==> config.mk <==
export PLATFORM = sky130hd
export DESIGN_NAME = register_file
export DESIGN_NICKNAME = d
export VERILOG_FILES = /design/src/source/load_store_pkg.sv /design/src/source/register_file.sv
export SDC_FILE = /design/constraint.sdc
export NUM_CORES = 1
export LEC_CHECK = 0
export BUFFER_PORTS_ARGS = -buffer_cell sky130_fd_sc_hd__buf_2
export CAP_MARGIN = 20
export CORE_UTILIZATION = 60
export CTS_BUF_LIST = sky130_fd_sc_hd__clkbuf_2 sky130_fd_sc_hd__clkbuf_4 sky130_fd_sc_hd__clkbuf_8
export CTS_CLUSTER_SIZE = 30
export DETAILED_ROUTE_END_ITERATION = 6
export GPL_TIMING_DRIVEN = 0
export PLACE_DENSITY = 0.86
export SYNTH_ARGS = -nofsm -noshare
export SYNTH_HDL_FRONTEND = slang
export SYNTH_SLANG_ARGS = --single-unit
export TNS_END_PERCENT = 100
==> constraint.sdc <==
create_clock -name clock -period 3.4 [get_ports clock]
set_input_delay 0.51 -clock clock [delete_from_list [all_inputs] [get_ports clock]]
set_output_delay 0.51 -clock clock [all_outputs]
set_load 0.005 [all_outputs]
==> src/source/load_store_pkg.sv <==
// widths, opcodes and pipeline structs shared by every stage of the load-store core
package load_store_pkg;

    localparam int word_width = 16;
    localparam int reg_addr_width = 4;
    localparam int mem_addr_width = 8;
    localparam int opcode_width = 4;

    // opcode sits in instruction bits 3..0
    typedef enum logic [opcode_width-1:0] {
        op_nop  = 4'd0,
        op_add  = 4'd1,
        op_sub  = 4'd2,
        op_and  = 4'd3,
        op_or   = 4'd4,
        op_xor  = 4'd5,
        op_sll  = 4'd6,
        op_srl  = 4'd7,
        op_addi = 4'd8,
        op_li   = 4'd9,
        op_lw   = 4'd10,
        op_sw   = 4'd11,
        op_out  = 4'd12
    } opcode_e;

    // decode to execute
    typedef struct packed {
        opcode_e                   op;
        logic [reg_addr_width-1:0] rd;
        logic [reg_addr_width-1:0] rs1;
        logic [reg_addr_width-1:0] rs2;
        logic [word_width-1:0]     imm;
        logic [word_width-1:0]     a;
        logic [word_width-1:0]     b;
        logic                      regwrite;
    } decoded_t;

    // execute to memory, value is alu result or address
    typedef struct packed {
        opcode_e                   op;
        logic [reg_addr_width-1:0] rd;
        logic                      regwrite;
        logic [word_width-1:0]     value;
        logic [word_width-1:0]     store_data;
    } exec_result_t;

    // memory to writeback, also the older forwarding source
    typedef struct packed {
        logic [reg_addr_width-1:0] rd;
        logic                      regwrite;
        logic [word_width-1:0]     data;
    } writeback_t;

    typedef struct packed {
        logic stall_decode;
        logic freeze;
    } hazard_ctrl_t;

endpackage
==> src/source/register_file.sv <==
// sixteen-entry register file with write-through reads, written by the writeback stage
`timescale 1ns/1ns

module register_file (
    input  logic                                      clock,
    input  logic                                      arst_n,
    input  logic [load_store_pkg::reg_addr_width-1:0] rs1_addr,
    input  logic [load_store_pkg::reg_addr_width-1:0] rs2_addr,
    output logic [load_store_pkg::word_width-1:0]     rs1_data,
    output logic [load_store_pkg::word_width-1:0]     rs2_data,
    input  load_store_pkg::writeback_t                writeback
);

    logic [load_store_pkg::word_width-1:0] regs [2**load_store_pkg::reg_addr_width];

    // r0 reads zero, same-cycle write is passed straight through
    function automatic logic [load_store_pkg::word_width-1:0] read_port(
        input logic [load_store_pkg::reg_addr_width-1:0] addr,
        input load_store_pkg::writeback_t               wb,
        input logic [load_store_pkg::word_width-1:0]     stored
    );
        if (addr == '0) begin
            return '0;
        end else if (wb.regwrite && wb.rd == addr) begin
            return wb.data;
        end
        return stored;
    endfunction

    assign rs1_data = read_port(rs1_addr, writeback, regs[rs1_addr]);
    assign rs2_data = read_port(rs2_addr, writeback, regs[rs2_addr]);

    always_ff @(posedge clock or negedge arst_n) begin
        if (!arst_n) begin
            for (int i = 0; i < 2**load_store_pkg::reg_addr_width; i++) begin
                regs[i] <= '0;
            end
        end else if (writeback.regwrite && writeback.rd != '0) begin
            regs[writeback.rd] <= writeback.data;
        end
    end

endmodule

Word-level counts from Yosys, hierarchy flattened

Index checks and enable logic that the tools add are counted.

Register bits after elaboration: 256
Bits of input ports: 31
Output and inout bits: 32
Word-level logic and storage cells: 51

$lt $le $gt $ge: 4
Equal/unequal tests: 2
Mux-type cells: 19
Bitwise gates (word level): 3
Reductions and logical operators: 7

Operators with widths:

| kind                                                                  | number |
|---|---|
| 256-bit bitwise mux                                                   | 1 |
| 16-bit two-way mux                                                    | 11 |
| 16-bit binary-select mux with 4-bit select                            | 2 |
| 16-bit demux with 4-bit select                                        | 1 |
| 5-bit >= comparator (second input constant)                           | 3 |
| 4-bit NOT with 5-bit output                                           | 3 |
| 4-bit equality test                                                   | 2 |
| 4-bit logical NOT                                                     | 2 |
| 5-bit by 1-bit < comparator with 1-bit output (second input constant) | 1 |
| 1-bit logical AND                                                     | 4 |
| 1-bit two-way mux                                                     | 4 |
| 4-bit nonzero test                                                    | 1 |

Depth between registers and ports, before layout

Gate-level depths: netlist of the first run.

Word-level depth: 6
Depth in mapped cells: 8
Mapped depth without buffers: 4

Worst setup path before layout of the first run

No wires, ideal clock.

Path kind: input to output
Start point: in rs1_addr[1] in the netlist's numbering
End point: out rs1_data[0] in the netlist's numbering
Arrival time: 1759 ps
Data required time: 2890 ps
Path slack: 1131 ps
Stages on the path: 7
Buffers on the path: 3
Path through: buf_6 -> buf_8 -> buf_6 -> mux4_2 -> a22o_1 -> nor2_1 -> o32ai_1

Cells in the longest elaborated chain, start to end: 5
Elaborated cells between the ends (all ways): 11
Classes of those cells: eq/ne: 1; mux: 7; bitwise: 1; reduce/logical: 2

RTL lines:

| what                                                                                     | RTL line                                 | text |
|---|---|---|
| start: declaration                                                                       | register_file.sv:7                       | `input logic [load_store_pkg::reg_addr_width-1:0] rs1_addr,` |
| 4-bit NOT with 5-bit output (implied by the code) or 4-bit equality test (tied branches) | register_file.sv:30, register_file.sv:24 |  |
| 16-bit binary-select mux with 4-bit select or 1-bit logical AND (tied branches)          | register_file.sv:30, register_file.sv:24 |  |
| 16-bit two-way mux (implied by the code) or 1-bit two-way mux (tied branches)            | register_file.sv:30, register_file.sv:24 |  |
| 16-bit two-way mux (implied by the code) or 1-bit two-way mux (tied branches)            | register_file.sv:30, register_file.sv:22 |  |
| 16-bit two-way mux (*)                                                                   | register_file.sv:27                      | `return stored;` |
| end: declaration                                                                         | register_file.sv:9                       | `output logic [load_store_pkg::word_width-1:0] rs1_data,` |

Every way passes the cells marked *; elsewhere a longest branch is shown, timed or not. The select of a mux whose other input is x is not followed.

Worst setup path in the final report of the first run

Start point: in rs2_addr[3] in the netlist's numbering
End point: out rs2_data[15] in the netlist's numbering

Cells in the longest elaborated chain, start to end: 5
Elaborated cells between the ends (all ways): 11
Classes of those cells: eq/ne: 1; mux: 7; bitwise: 1; reduce/logical: 2

RTL lines:

| what                                                                                     | RTL line                                 | text |
|---|---|---|
| start: declaration                                                                       | register_file.sv:8                       | `input logic [load_store_pkg::reg_addr_width-1:0] rs2_addr,` |
| 4-bit NOT with 5-bit output (implied by the code) or 4-bit equality test (tied branches) | register_file.sv:31, register_file.sv:24 |  |
| 16-bit binary-select mux with 4-bit select or 1-bit logical AND (tied branches)          | register_file.sv:31, register_file.sv:24 |  |
| 16-bit two-way mux (implied by the code) or 1-bit two-way mux (tied branches)            | register_file.sv:31, register_file.sv:24 |  |
| 16-bit two-way mux (implied by the code) or 1-bit two-way mux (tied branches)            | register_file.sv:31, register_file.sv:22 |  |
| 16-bit two-way mux (*)                                                                   | register_file.sv:27                      |  |
| end: declaration                                                                         | register_file.sv:10                      | `output logic [load_store_pkg::word_width-1:0] rs2_data,` |

Marked as above.

==> run metrics, run 1 <==
status=finished with violations; failing checks=setup timing; routed wirelength normalized by instance count=between 20 and 30 µm; setup slack, reg-to-reg=around 2600 ps; final net count=between 1000 and 1500; worst rel slew slack=0.406; main combinational cell family by area after synthesis=multiplexers; core region area=about 23000 µm²; Max Freq=between 200 and 300 MHz; pre-CTS setup slack=~250 ps; total CTS buffers=between 40 and 50; number of warning messages in the yosys log=0; H-tree Lvls=2; post-CTS setup-driven buffer insertion count=0; Post-Synthesis Mean Instance Area=roughly 14 µm²; number of global-route vias before repair=between 10000 and 15000; required time at the endpoint of the critical path=2890 ps; cell taking the most area after synthesis=sky130_fd_sc_hd__dfrtp_1; registers with the most flip-flops=regs: 256 flops; Clock Skew=0 ps; number of detailed-routing iterations run before antenna repair=7; Worst Setup Path Type=primary input to output pin; most frequently used cell type in the post-synthesis netlist=sky130_fd_sc_hd__dfrtp_1; top cells by area in the synthesized netlist=sky130_fd_sc_hd__dfrtp_1 46%, sky130_fd_sc_hd__mux4_2 21%, sky130_fd_sc_hd__mux2_2 8.8%; overall power after layout=about 9.2 mW; clock slew at reported path FFs=60 ps; part of the Yosys area used for sequential elements=0.464; cell count of the worst reg-to-reg path=1; critical path data arrival time=between 2000 and 3000 ps; worst setup path startpoint=rs2_addr[3]; power per standard cell area=~600 nW/µm²; detail-routed via count per cell=7.14; XOR/XNOR share of the synthesized area=0.00381; fraction of synthesized area in multiplexers=0.344; post-layout minimum cycle time=~3400 ps; static leakage=roughly 6.6 nW; post-synthesis instance area=13800 µm²; grt total ovfl=0; post-detailed-route count of antenna-violating nets=0; gr usage total=0.359; critical path's most frequent cell=sky130_fd_sc_hd__buf_2; net switching share of the total power=0.291; Top reg by flops=regs; Post-Synthesis Cells=between 1000 and 1500; prevailing post-synth register cell=sky130_fd_sc_hd__dfrtp_1; RD Place Congestion=0.980; number of flip-flops under the largest register name=about 260; Post-Synthesis Net Count=approximately 1000; CP startpoint kind=primary input; buffer levels on the longest clock path=3; final instance count without filler cells=around 1400; Reg-to-Reg End=regs[22]; final antenna diode count=0; layout cells sized above 1=0.386; Sw Pwr=2.67 mW; violation count after the first detailed-route iteration=1231; Hold/Removal Path Class=primary input to asynchronous set/reset pin; area added between synthesis and finish=11.6%; total setup violations reported at the end of the flow=1; maximum cell stage delay along the critical path=between 700 and 800 ps; fraction of the mapped netlist area in compound gates=0.0908; DP HPWL=about 28000 µm; CP Cell Sequence=buf_2 -> buf_2 -> buf_2 -> mux4_2 -> a22o_1 -> nor2_1 -> o32ai_1 -> buf_2; count of different cell masters after synthesis=33; CP max stage cell=sky130_fd_sc_hd__o32ai_1; simple-gate share of the synthesized area=0.0505; number of port buffers=56; Worst Slack Setup Final=-9.52 ps; portion of synthesized cell area occupied by the leading cell type=0.464; via total after detailed routing=between 10000 and 15000; Slew Viols, Final=0; maxcap violations=0; largest net degree at the start of global routing=129; Inst Count DP=between 1000 and 1500; first-pass GRT wire length=62100 µm; number of antenna violations at the first check in global routing=1; overall die width=~150 µm; total wire length after detailed routing=about 40000 µm; die height=154 µm; number of core rows=55; library cell used as clock root buffer=sky130_fd_sc_hd__clkbuf_8; clock share of power=0.310; part of the total power dissipated in sequential elements=0.458; peak supply drop=0.331 mV; combinational power share=0.232; IO Count=63; Hold Vio Cnt, Final=0; EDFF count, synth=0; internal portion of total power=around 6.5 mW; clk_lat worst skew=between 500 and 600 ps; CTS tree=built; FFs w/ async S/R, synth=1.00; top post-synthesis cells by count=256 x sky130_fd_sc_hd__dfrtp_1, 128 x sky130_fd_sc_hd__mux4_2, 108 x sky130_fd_sc_hd__mux2_2, 85 x sky130_fd_sc_hd__nand2_1, 60 x sky130_fd_sc_hd__a22o_1; die footprint=between 20000 and 25000 µm²; Post-Route Hold Slack=341 ps; kind of end point of the critical path=output pin; maximum fanout encountered on the critical timing path=10; Post-Synth Adder-Cell Area=0; Final Cycle Share=1.00; launch instance of the worst register-to-register path=regs[22]; effective utilization at floorplan=0.612; transition time at the pin with the least slew margin=888 ps; total DRC errors in the routed layout=0; RSZ-0062 raised after global routing=no; FF+latch count, synth=between 200 and 300; capture point of the worst path=rs2_data[15]; number of clock sinks=approximately 260
==> per-stage QoR <==
stage / TNS (ps) / utilization / instance area, µm²
floorplan: 0 / - / 13800
global placement: -664680 / 0.640 / 14400
detailed placement: 0 / 0.643 / 14500
CTS: 0 / 0.682 / 15400
global route: 0 / 0.683 / 15400
finish: -9.52 / 0.683 / 15400
==> cell usage in the layout (no fill, tap or decap), types with 4 or more instances in the layout <==
| master | netlist | final |
|---|---|---|
| sky130_fd_sc_hd__clkbuf_1 | 54 | 53 |
| sky130_fd_sc_hd__o21ai_0 | 34 | 34 |
| sky130_fd_sc_hd__nand2_1 | 85 | 85 |
| sky130_fd_sc_hd__o21ai_1 | 48 | 48 |
| sky130_fd_sc_hd__nor2_2 | 9 | 10 |
| sky130_fd_sc_hd__nor2_1 | 32 | 31 |
| sky130_fd_sc_hd__clkbuf_4 | 0 | 9 |
| sky130_fd_sc_hd__xnor2_1 | 6 | 6 |
| sky130_fd_sc_hd__clkbuf_8 | 0 | 55 |
| sky130_fd_sc_hd__mux4_2 | 128 | 128 |
| sky130_fd_sc_hd__mux2_1 | 54 | 54 |
| sky130_fd_sc_hd__o32ai_1 | 32 | 31 |
| sky130_fd_sc_hd__mux2i_1 | 4 | 4 |
| sky130_fd_sc_hd__inv_1 | 16 | 16 |
| sky130_fd_sc_hd__buf_6 | 8 | 8 |
| sky130_fd_sc_hd__clkinv_2 | 0 | 5 |
| sky130_fd_sc_hd__mux2_2 | 108 | 108 |
| sky130_fd_sc_hd__dfrtp_1 | 256 | 256 |
| sky130_fd_sc_hd__buf_4 | 9 | 9 |
| sky130_fd_sc_hd__a22o_1 | 60 | 60 |
| sky130_fd_sc_hd__buf_2 | 40 | 95 |
==> worst max-delay path: cells and delay by family <==
| family | cells | cell delay, ps |
|---|---|---|
| AO/OA/AOI/OAI | 2 | 880 |
| buffers and inverters | 4 | 1110 |
| multiplexers | 1 | 330 |
| AND/OR/NAND/NOR | 1 | 50 |
==> layout make-up <==
class	count	area [µm²]
Fill cell	1518	7160
Multi-Input combinational cell	628	6760
Sequential cell	256	6410
Clock buffer	64	825
Buffer	113	592
Tap cell	285	357
Timing Repair Buffer	59	355
Inverter	16	60.1
Clock inverter	6	55.1
==> cell families after synthesis <==
group / Yosys count
buffers and inverters: 129
multiplexers: 294
AO/OA/AOI/OAI: 176
XOR/XNOR: 6
flip-flops: 256
AND/OR/NAND/NOR: 152
==> timing repair <==
| action | 4_1_cts | 5_1_grt |
|---|---|---|
| hold buffers | 1 | 0 |
| gates resized for setup | 0 | 4 |
| setup endpoints to repair | 0 | 2 |
| endpoints found under the hold margin | 13 | 0 |
==> metal layers <==
| layer | vias to the layer above | track usage | share of wire |
|---|---|---|---|
| met1 | 5121 | 0.451 | 0.36 |
| li1 | 4072 | - | - |
| met5 | - | 0 | 0.0012 |
| met2 | 800 | 0.550 | 0.47 |
| met4 | 4 | 0.248 | 0.065 |
| met3 | 197 | 0.0964 | 0.11 |
==> power by group through the flow <==
stage          Clock (mW)  Combinational, mW  Sequential, mW
2_1_floorplan           0               1.53            4.03
3_3_place_gp            0               1.97            4.13
3_5_place_dp            0               2.07            4.21
4_1_cts              2.85               2.08            4.16
5_1_grt              2.99               2.26            4.26
6_report             2.85               2.13            4.20
==> how the worst min path moves through the flow <==
stage	startpoint	to	slack [ps]	depth (start not counted)
floorplan	arst_n	regs[0]	210	0
global placement	regs[254]	regs[254]	450	1
detailed placement	arst_n	regs[214]	330	1
CTS	writeback[7]	regs[215]	320	3
global route	arst_n	regs[218]	350	2
finish	arst_n	regs[214]	340	2
(Power assumes the default switching activity.)
==> run 2, diff against run 1 <==
--- a/config.mk
+++ b/config.mk
@@ -13,6 +13,7 @@
 export DETAILED_ROUTE_END_ITERATION = 6
 export GPL_TIMING_DRIVEN = 0
 export PLACE_DENSITY = 0.86
+export SETUP_SLACK_MARGIN = 0.5
 export SYNTH_ARGS = -nofsm -noshare
 export SYNTH_HDL_FRONTEND = slang
 export SYNTH_SLANG_ARGS = --single-unit
==> run 2 against run 1 <==
Net effect:
- the run now ends clean
- core utilization is 0.68 points higher
- routed wire length rose by 0.76%
- sequential cell count unchanged
- die area did not move
- maximum frequency grew 15%
- register-to-register slack is essentially flat
- final area rose by 0.99%
- worst setup slack improved by 450 ps
- final cell count stayed put
- clock power hardly changed
==> run metrics, run 2 (synthesis gave the netlist of run 1 again) <==
peak supply drop=approximately 0.34 mV; largest net degree at the start of global routing=between 100 and 150; CP Cell Sequence=buf_2 -> buf_2 -> buf_4 -> mux4_2 -> a22o_1 -> nor2_1 -> o32ai_1 -> buf_2; Top Family by Delay on Critical Path=buffers and inverters; static leakage=between 6 and 7 nW; power per standard cell area=roughly 600 nW/µm²; maximum fanout encountered on the critical timing path=10; final net count=1148; RSZ-0062 raised after global routing=yes; clk_lat worst skew=approximately 550 ps; clock slew at reported path FFs=60 ps; violation count after the first detailed-route iteration=~1200; routed wirelength normalized by instance count=28.3 µm; IO Count=63; placed instance area=14500 µm²; status=finished clean; core region area=22600 µm²; total CTS buffers=between 40 and 50; Worst Slack Setup Final=about 440 ps; CP max stage cell=sky130_fd_sc_hd__o32ai_1; number of core rows=between 50 and 60; transition time at the pin with the least slew margin=around 740 ps; number of clock sinks=256; number of detailed-routing iterations run before antenna repair=7; H-tree Lvls=2; overall die width=roughly 150 µm; Worst Setup Path Type=primary input to output pin; number of port buffers=56; critical path's most frequent cell=sky130_fd_sc_hd__buf_2; first-pass GRT wire length=around 62000 µm; Top reg by flops=regs; kind of end point of the critical path=output pin; RD Place Congestion=a little under 1; Final Cycle Share=0.872; grt total ovfl=0; Hold Vio Cnt, Final=0; area added between synthesis and finish=12.7%; gr usage total=0.357; post-layout minimum cycle time=just under 3000 ps; DP HPWL=around 28000 µm; maxcap violations=0; buffers plus inverters on the worst setup path=4; die footprint=roughly 24000 µm²; library cell used as clock root buffer=sky130_fd_sc_hd__clkbuf_8; total wire length after detailed routing=slightly above 40000 µm; buffer levels on the longest clock path=3; number of global-route vias before repair=around 11000; Hold/Removal Path Class=primary input to asynchronous set/reset pin; registers with the most flip-flops=regs: 256 flops; critical path data arrival time=between 2000 and 2500 ps; Slew Viols, Final=0; via total after detailed routing=between 10000 and 15000; Final Cell Area=around 16000 µm²; effective utilization at floorplan=0.612; post-detailed-route count of antenna-violating nets=0; final antenna diode count=0; count of fill cells added during filler insertion=between 1000 and 1500; number of antenna violations at the first check in global routing=1; commonest non-fill, non-tap cell in the layout=sky130_fd_sc_hd__dfrtp_1; total DRC errors in the routed layout=0; total setup violations reported at the end of the flow=0; Max Freq=between 300 and 400 MHz; required time at the endpoint of the critical path=slightly below 3000 ps; pre-CTS setup slack=246 ps; post-CTS setup-driven buffer insertion count=0; CTS tree=built; number of flip-flops under the largest register name=256; worst rel slew slack=0.505; Clock Skew=0 ps; CP startpoint kind=primary input; detail-routed via count per cell=about 7.2; die height=154 µm; layout cells sized above 1=0.401; commonest cells after routing, fill and taps aside=256 x sky130_fd_sc_hd__dfrtp_1, 128 x sky130_fd_sc_hd__mux4_2, 108 x sky130_fd_sc_hd__mux2_2; maximum cell stage delay along the critical path=~460 ps
-- run 2: changes by cell type in the layout (fill, tap and decap cells not counted), sizes merged --
cell / change
buf: -4
clkbuf: +4
-- run 2: timing repair --
action | in CTS | in global routing
endpoints found under the setup margin | 26 | 24
hold buffers | 1 | 0
resized for setup | 17 | 24
endpoints found under the hold margin | 13 | 0
-- run 2: per-stage QoR --
stage	TNS [ps]	total power [mW]	hold slack, ps	utilization	cells
CTS	0	9.11	320	0.685	1427
floorplan	0	5.56	214	-	1013
global placement	-664680	6.10	452	0.640	1354
finish	0	9.21	336	0.689	1427
detailed placement	0	6.28	331	0.643	1356
global route	0	9.54	350	0.689	1427
-- run 2: routing by layer --
layer | vias up | global-route usage | share of wire
li1 | 4062 | - | -
met2 | 753 | 0.547 | 0.47
met1 | 5169 | 0.450 | 0.36
met3 | 226 | 0.0953 | 0.11
met5 | - | 0 | 0.00032
met4 | 2 | 0.247 | 0.067
-- run 2: layout make-up --
cell class / instances / area (µm²) / area share
buffer: 113 / 641 / 0.0412
timing repair buffer: 59 / 355 / 0.0228
multi-input combinational: 628 / 6860 / 0.441
clock inverter: 6 / 55.1 / 0.00354
clock buffer: 64 / 825 / 0.0530
inverter: 16 / 60.1 / 0.00386
sequential: 256 / 6410 / 0.412
tap: 285 / 357 / 0.0229
-- run 2: power breakdown --
group / switching, mW / total [mW] / leakage, nW / internal [mW]
clock: 1.24 / 2.85 / 0.471 / 1.61
sequential: 0.510 / 4.20 / 3.20 / 3.69
combinational: 0.939 / 2.16 / 3.03 / 1.22
total: 2.69 / 9.21 / 6.70 / 6.52
-- run 2: worst paths after layout --
| check | startpoint | endpoint | slack (ps) | depth (start not counted) |
|---|---|---|---|---|
| setup / recovery | rs2_addr[3] | rs2_data[14] | 440 | 8 |
| hold / removal | arst_n | regs[214] | 340 | 2 |
| setup reg to reg | regs[56] | regs[56] | 2580 | 1 |
| hold reg to reg | regs[241] | regs[241] | 480 | 1 |
| max in group asynchronous | arst_n | regs[191] | 1670 | 4 |
| min in group clock | writeback[7] | regs[231] | 350 | 3 |
==> run 3, diff against run 2 <==
--- a/config.mk
+++ b/config.mk
@@ -13,6 +13,7 @@
 export DETAILED_ROUTE_END_ITERATION = 6
 export GPL_TIMING_DRIVEN = 0
 export PLACE_DENSITY = 0.86
+export REMOVE_ABC_BUFFERS = 1
 export SETUP_SLACK_MARGIN = 0.5
 export SYNTH_ARGS = -nofsm -noshare
 export SYNTH_HDL_FRONTEND = slang
==> run 3 against run 2 <==
Net effect:
- the run now ends with DRC left
- non-clock buffer count shrank 76
- global-route usage shrank 0.95 points
- critical path type unchanged
- register-to-register slack lost 60 ps
- die area is the same
- via count shrank 3.1%
- final area shrank 0.55%
- clock skew is the same
- maximum frequency grew 2.7%
- count of clock-buffer cells in the layout shrank 2
- final cell count shrank 5.1%
==> run metrics, run 3 (synthesis gave the netlist of run 1 again) <==
status=finished with violations; failing checks=DRC; total wire length after detailed routing=39600 µm; number of core rows=55; placed instance area=14500 µm²; Top reg by flops=regs; final net count=~1100; setup slack, reg-to-reg=between 2000 and 3000 ps; DP HPWL=approximately 23000 µm; Clock Skew=0 ps; number of detailed-routing iterations run before antenna repair=7; total setup violations reported at the end of the flow=0; number of antenna violations at the first check in global routing=0; post-layout minimum cycle time=between 2000 and 3000 ps; CP startpoint kind=primary input; static leakage=between 6 and 7 nW; required time at the endpoint of the critical path=~2900 ps; Hold/Removal Path Class=primary input to asynchronous set/reset pin; kind of end point of the critical path=output pin; Final Cycle Share=0.849; violation count after the first detailed-route iteration=about 1200; core region area=roughly 23000 µm²; number of port buffers=between 60 and 70; Hold Vio Cnt, Final=0; final instance count without filler cells=between 1000 and 1500; worst rel slew slack=0.185; launch instance of the worst register-to-register path=regs[103]; area added between synthesis and finish=12.1%; grt total ovfl=0; count of fill cells added during filler insertion=about 1500; Top Family by Delay on Critical Path=buffers and inverters; total DRC errors in the routed layout=5; post-cts hold buffer count=0; Worst Setup Path Type=primary input to output pin; Inst Count DP=around 1300; effective utilization at floorplan=0.612; gr usage total=0.348; H-tree Lvls=2; Post-Route Hold Slack=roughly 14 ps; transition time at the pin with the least slew margin=1220 ps; Worst Slack Setup Final=513 ps; peak supply drop=between 0.2 and 0.3 mV; CP max stage cell=sky130_fd_sc_hd__o32ai_1; number of flip-flops under the largest register name=roughly 260; layout cells sized above 1=0.402; maximum cell stage delay along the critical path=between 400 and 500 ps; Reg-to-Reg End=regs[103]; clock slew at reported path FFs=50 ps; power per standard cell area=between 500 and 600 nW/µm²; Max Freq=between 300 and 400 MHz; detail-routed via count per cell=7.31; die footprint=between 20000 and 25000 µm²; first-pass GRT wire length=approximately 60000 µm; overall die width=approximately 150 µm; buffers plus inverters on the worst setup path=3; critical path data arrival time=2380 ps; die height=around 150 µm; maxcap violations=0; pre-CTS setup slack=around 190 ps; registers with the most flip-flops=regs: 256 flops; cell count of the worst reg-to-reg path=1; maximum fanout encountered on the critical timing path=24; commonest cells after routing, fill and taps aside=256 x sky130_fd_sc_hd__dfrtp_1, 128 x sky130_fd_sc_hd__mux4_2, 108 x sky130_fd_sc_hd__mux2_2; largest net degree at the start of global routing=107; via total after detailed routing=between 9000 and 10000; clk_lat worst skew=between 500 and 600 ps; Slew Viols, Final=0; TNS Setup=0 ps; RD Place Congestion=between 0.7 and 0.8; number of clock sinks=256; RSZ-0062 raised after global routing=no; buffer levels on the longest clock path=3; footprint of the flip-flops and latches=approximately 6400 µm²; IO Count=63; area taken by multi-input logic gates=6790 µm²; routed wirelength normalized by instance count=about 29 µm; total CTS buffers=43; Final Cell Area=between 15000 and 20000 µm²; CP Cell Sequence=buf_4 -> xnor2_1 -> and4_1 -> a21boi_4 -> buf_4 -> o32ai_1 -> buf_2; number of global-route vias before repair=10500; library cell used as clock root buffer=sky130_fd_sc_hd__clkbuf_8; commonest non-fill, non-tap cell in the layout=sky130_fd_sc_hd__dfrtp_1; CTS tree=built; critical path's most frequent cell=sky130_fd_sc_hd__buf_4; post-detailed-route count of antenna-violating nets=0
-- run 3: final cells by class --
type / count / share of cell area
tap: 285 / 0.0230
inverter: 16 / 0.00388
timing repair buffer: 96 / 0.0660
antenna: 1 / 0.000162
clock buffer: 62 / 0.0507
multi-input combinational: 628 / 0.438
clock inverter: 10 / 0.00388
sequential: 256 / 0.414
-- run 3: stage by stage --
| stage | total power, mW | utilization |
|---|---|---|
| floorplan | 5.44 | - |
| global placement | 5.98 | 0.615 |
| detailed placement | 6.20 | 0.641 |
| CTS | 8.94 | 0.685 |
| global route | 9.36 | 0.686 |
| finish | 8.98 | 0.686 |
-- run 3: worst max path at each step --
| stage | end | from | depth (start not counted) |
|---|---|---|---|
| floorplan | rs1_data[0] | rs1_addr[2] | 4 |
| global placement | regs[207] | arst_n | 1 |
| detailed placement | rs1_data[5] | rs1_addr[1] | 6 |
| CTS | rs2_data[7] | rs2_addr[1] | 7 |
| global route | rs2_data[4] | rs2_addr[3] | 7 |
| finish | rs2_data[5] | rs2_addr[3] | 7 |
-- run 3: power by group --
| part | leakage [nW] | internal [mW] | switching (mW) |
|---|---|---|---|
| Clock | 0.441 | 1.48 | 1.25 |
| Combinational | 2.97 | 1.21 | 0.851 |
| Sequential | 3.20 | 3.69 | 0.502 |
-- run 3: routing by layer --
metal,wire (µm),part of all wire,track usage,vias up
li1,-,-,-,3919
met2,18200,0.46,0.525,767
met1,14300,0.36,0.444,5020
met4,2060,0.052,0.183,0
met5,0,0,0,-
met3,5030,0.13,0.127,186
-- run 3: what timing repair did --
action | in CTS | in global routing
resized for setup | 12 | 6
setup buffers | 6 | 0
setup endpoints to repair | 32 | 10
gates cloned | 2 | 0
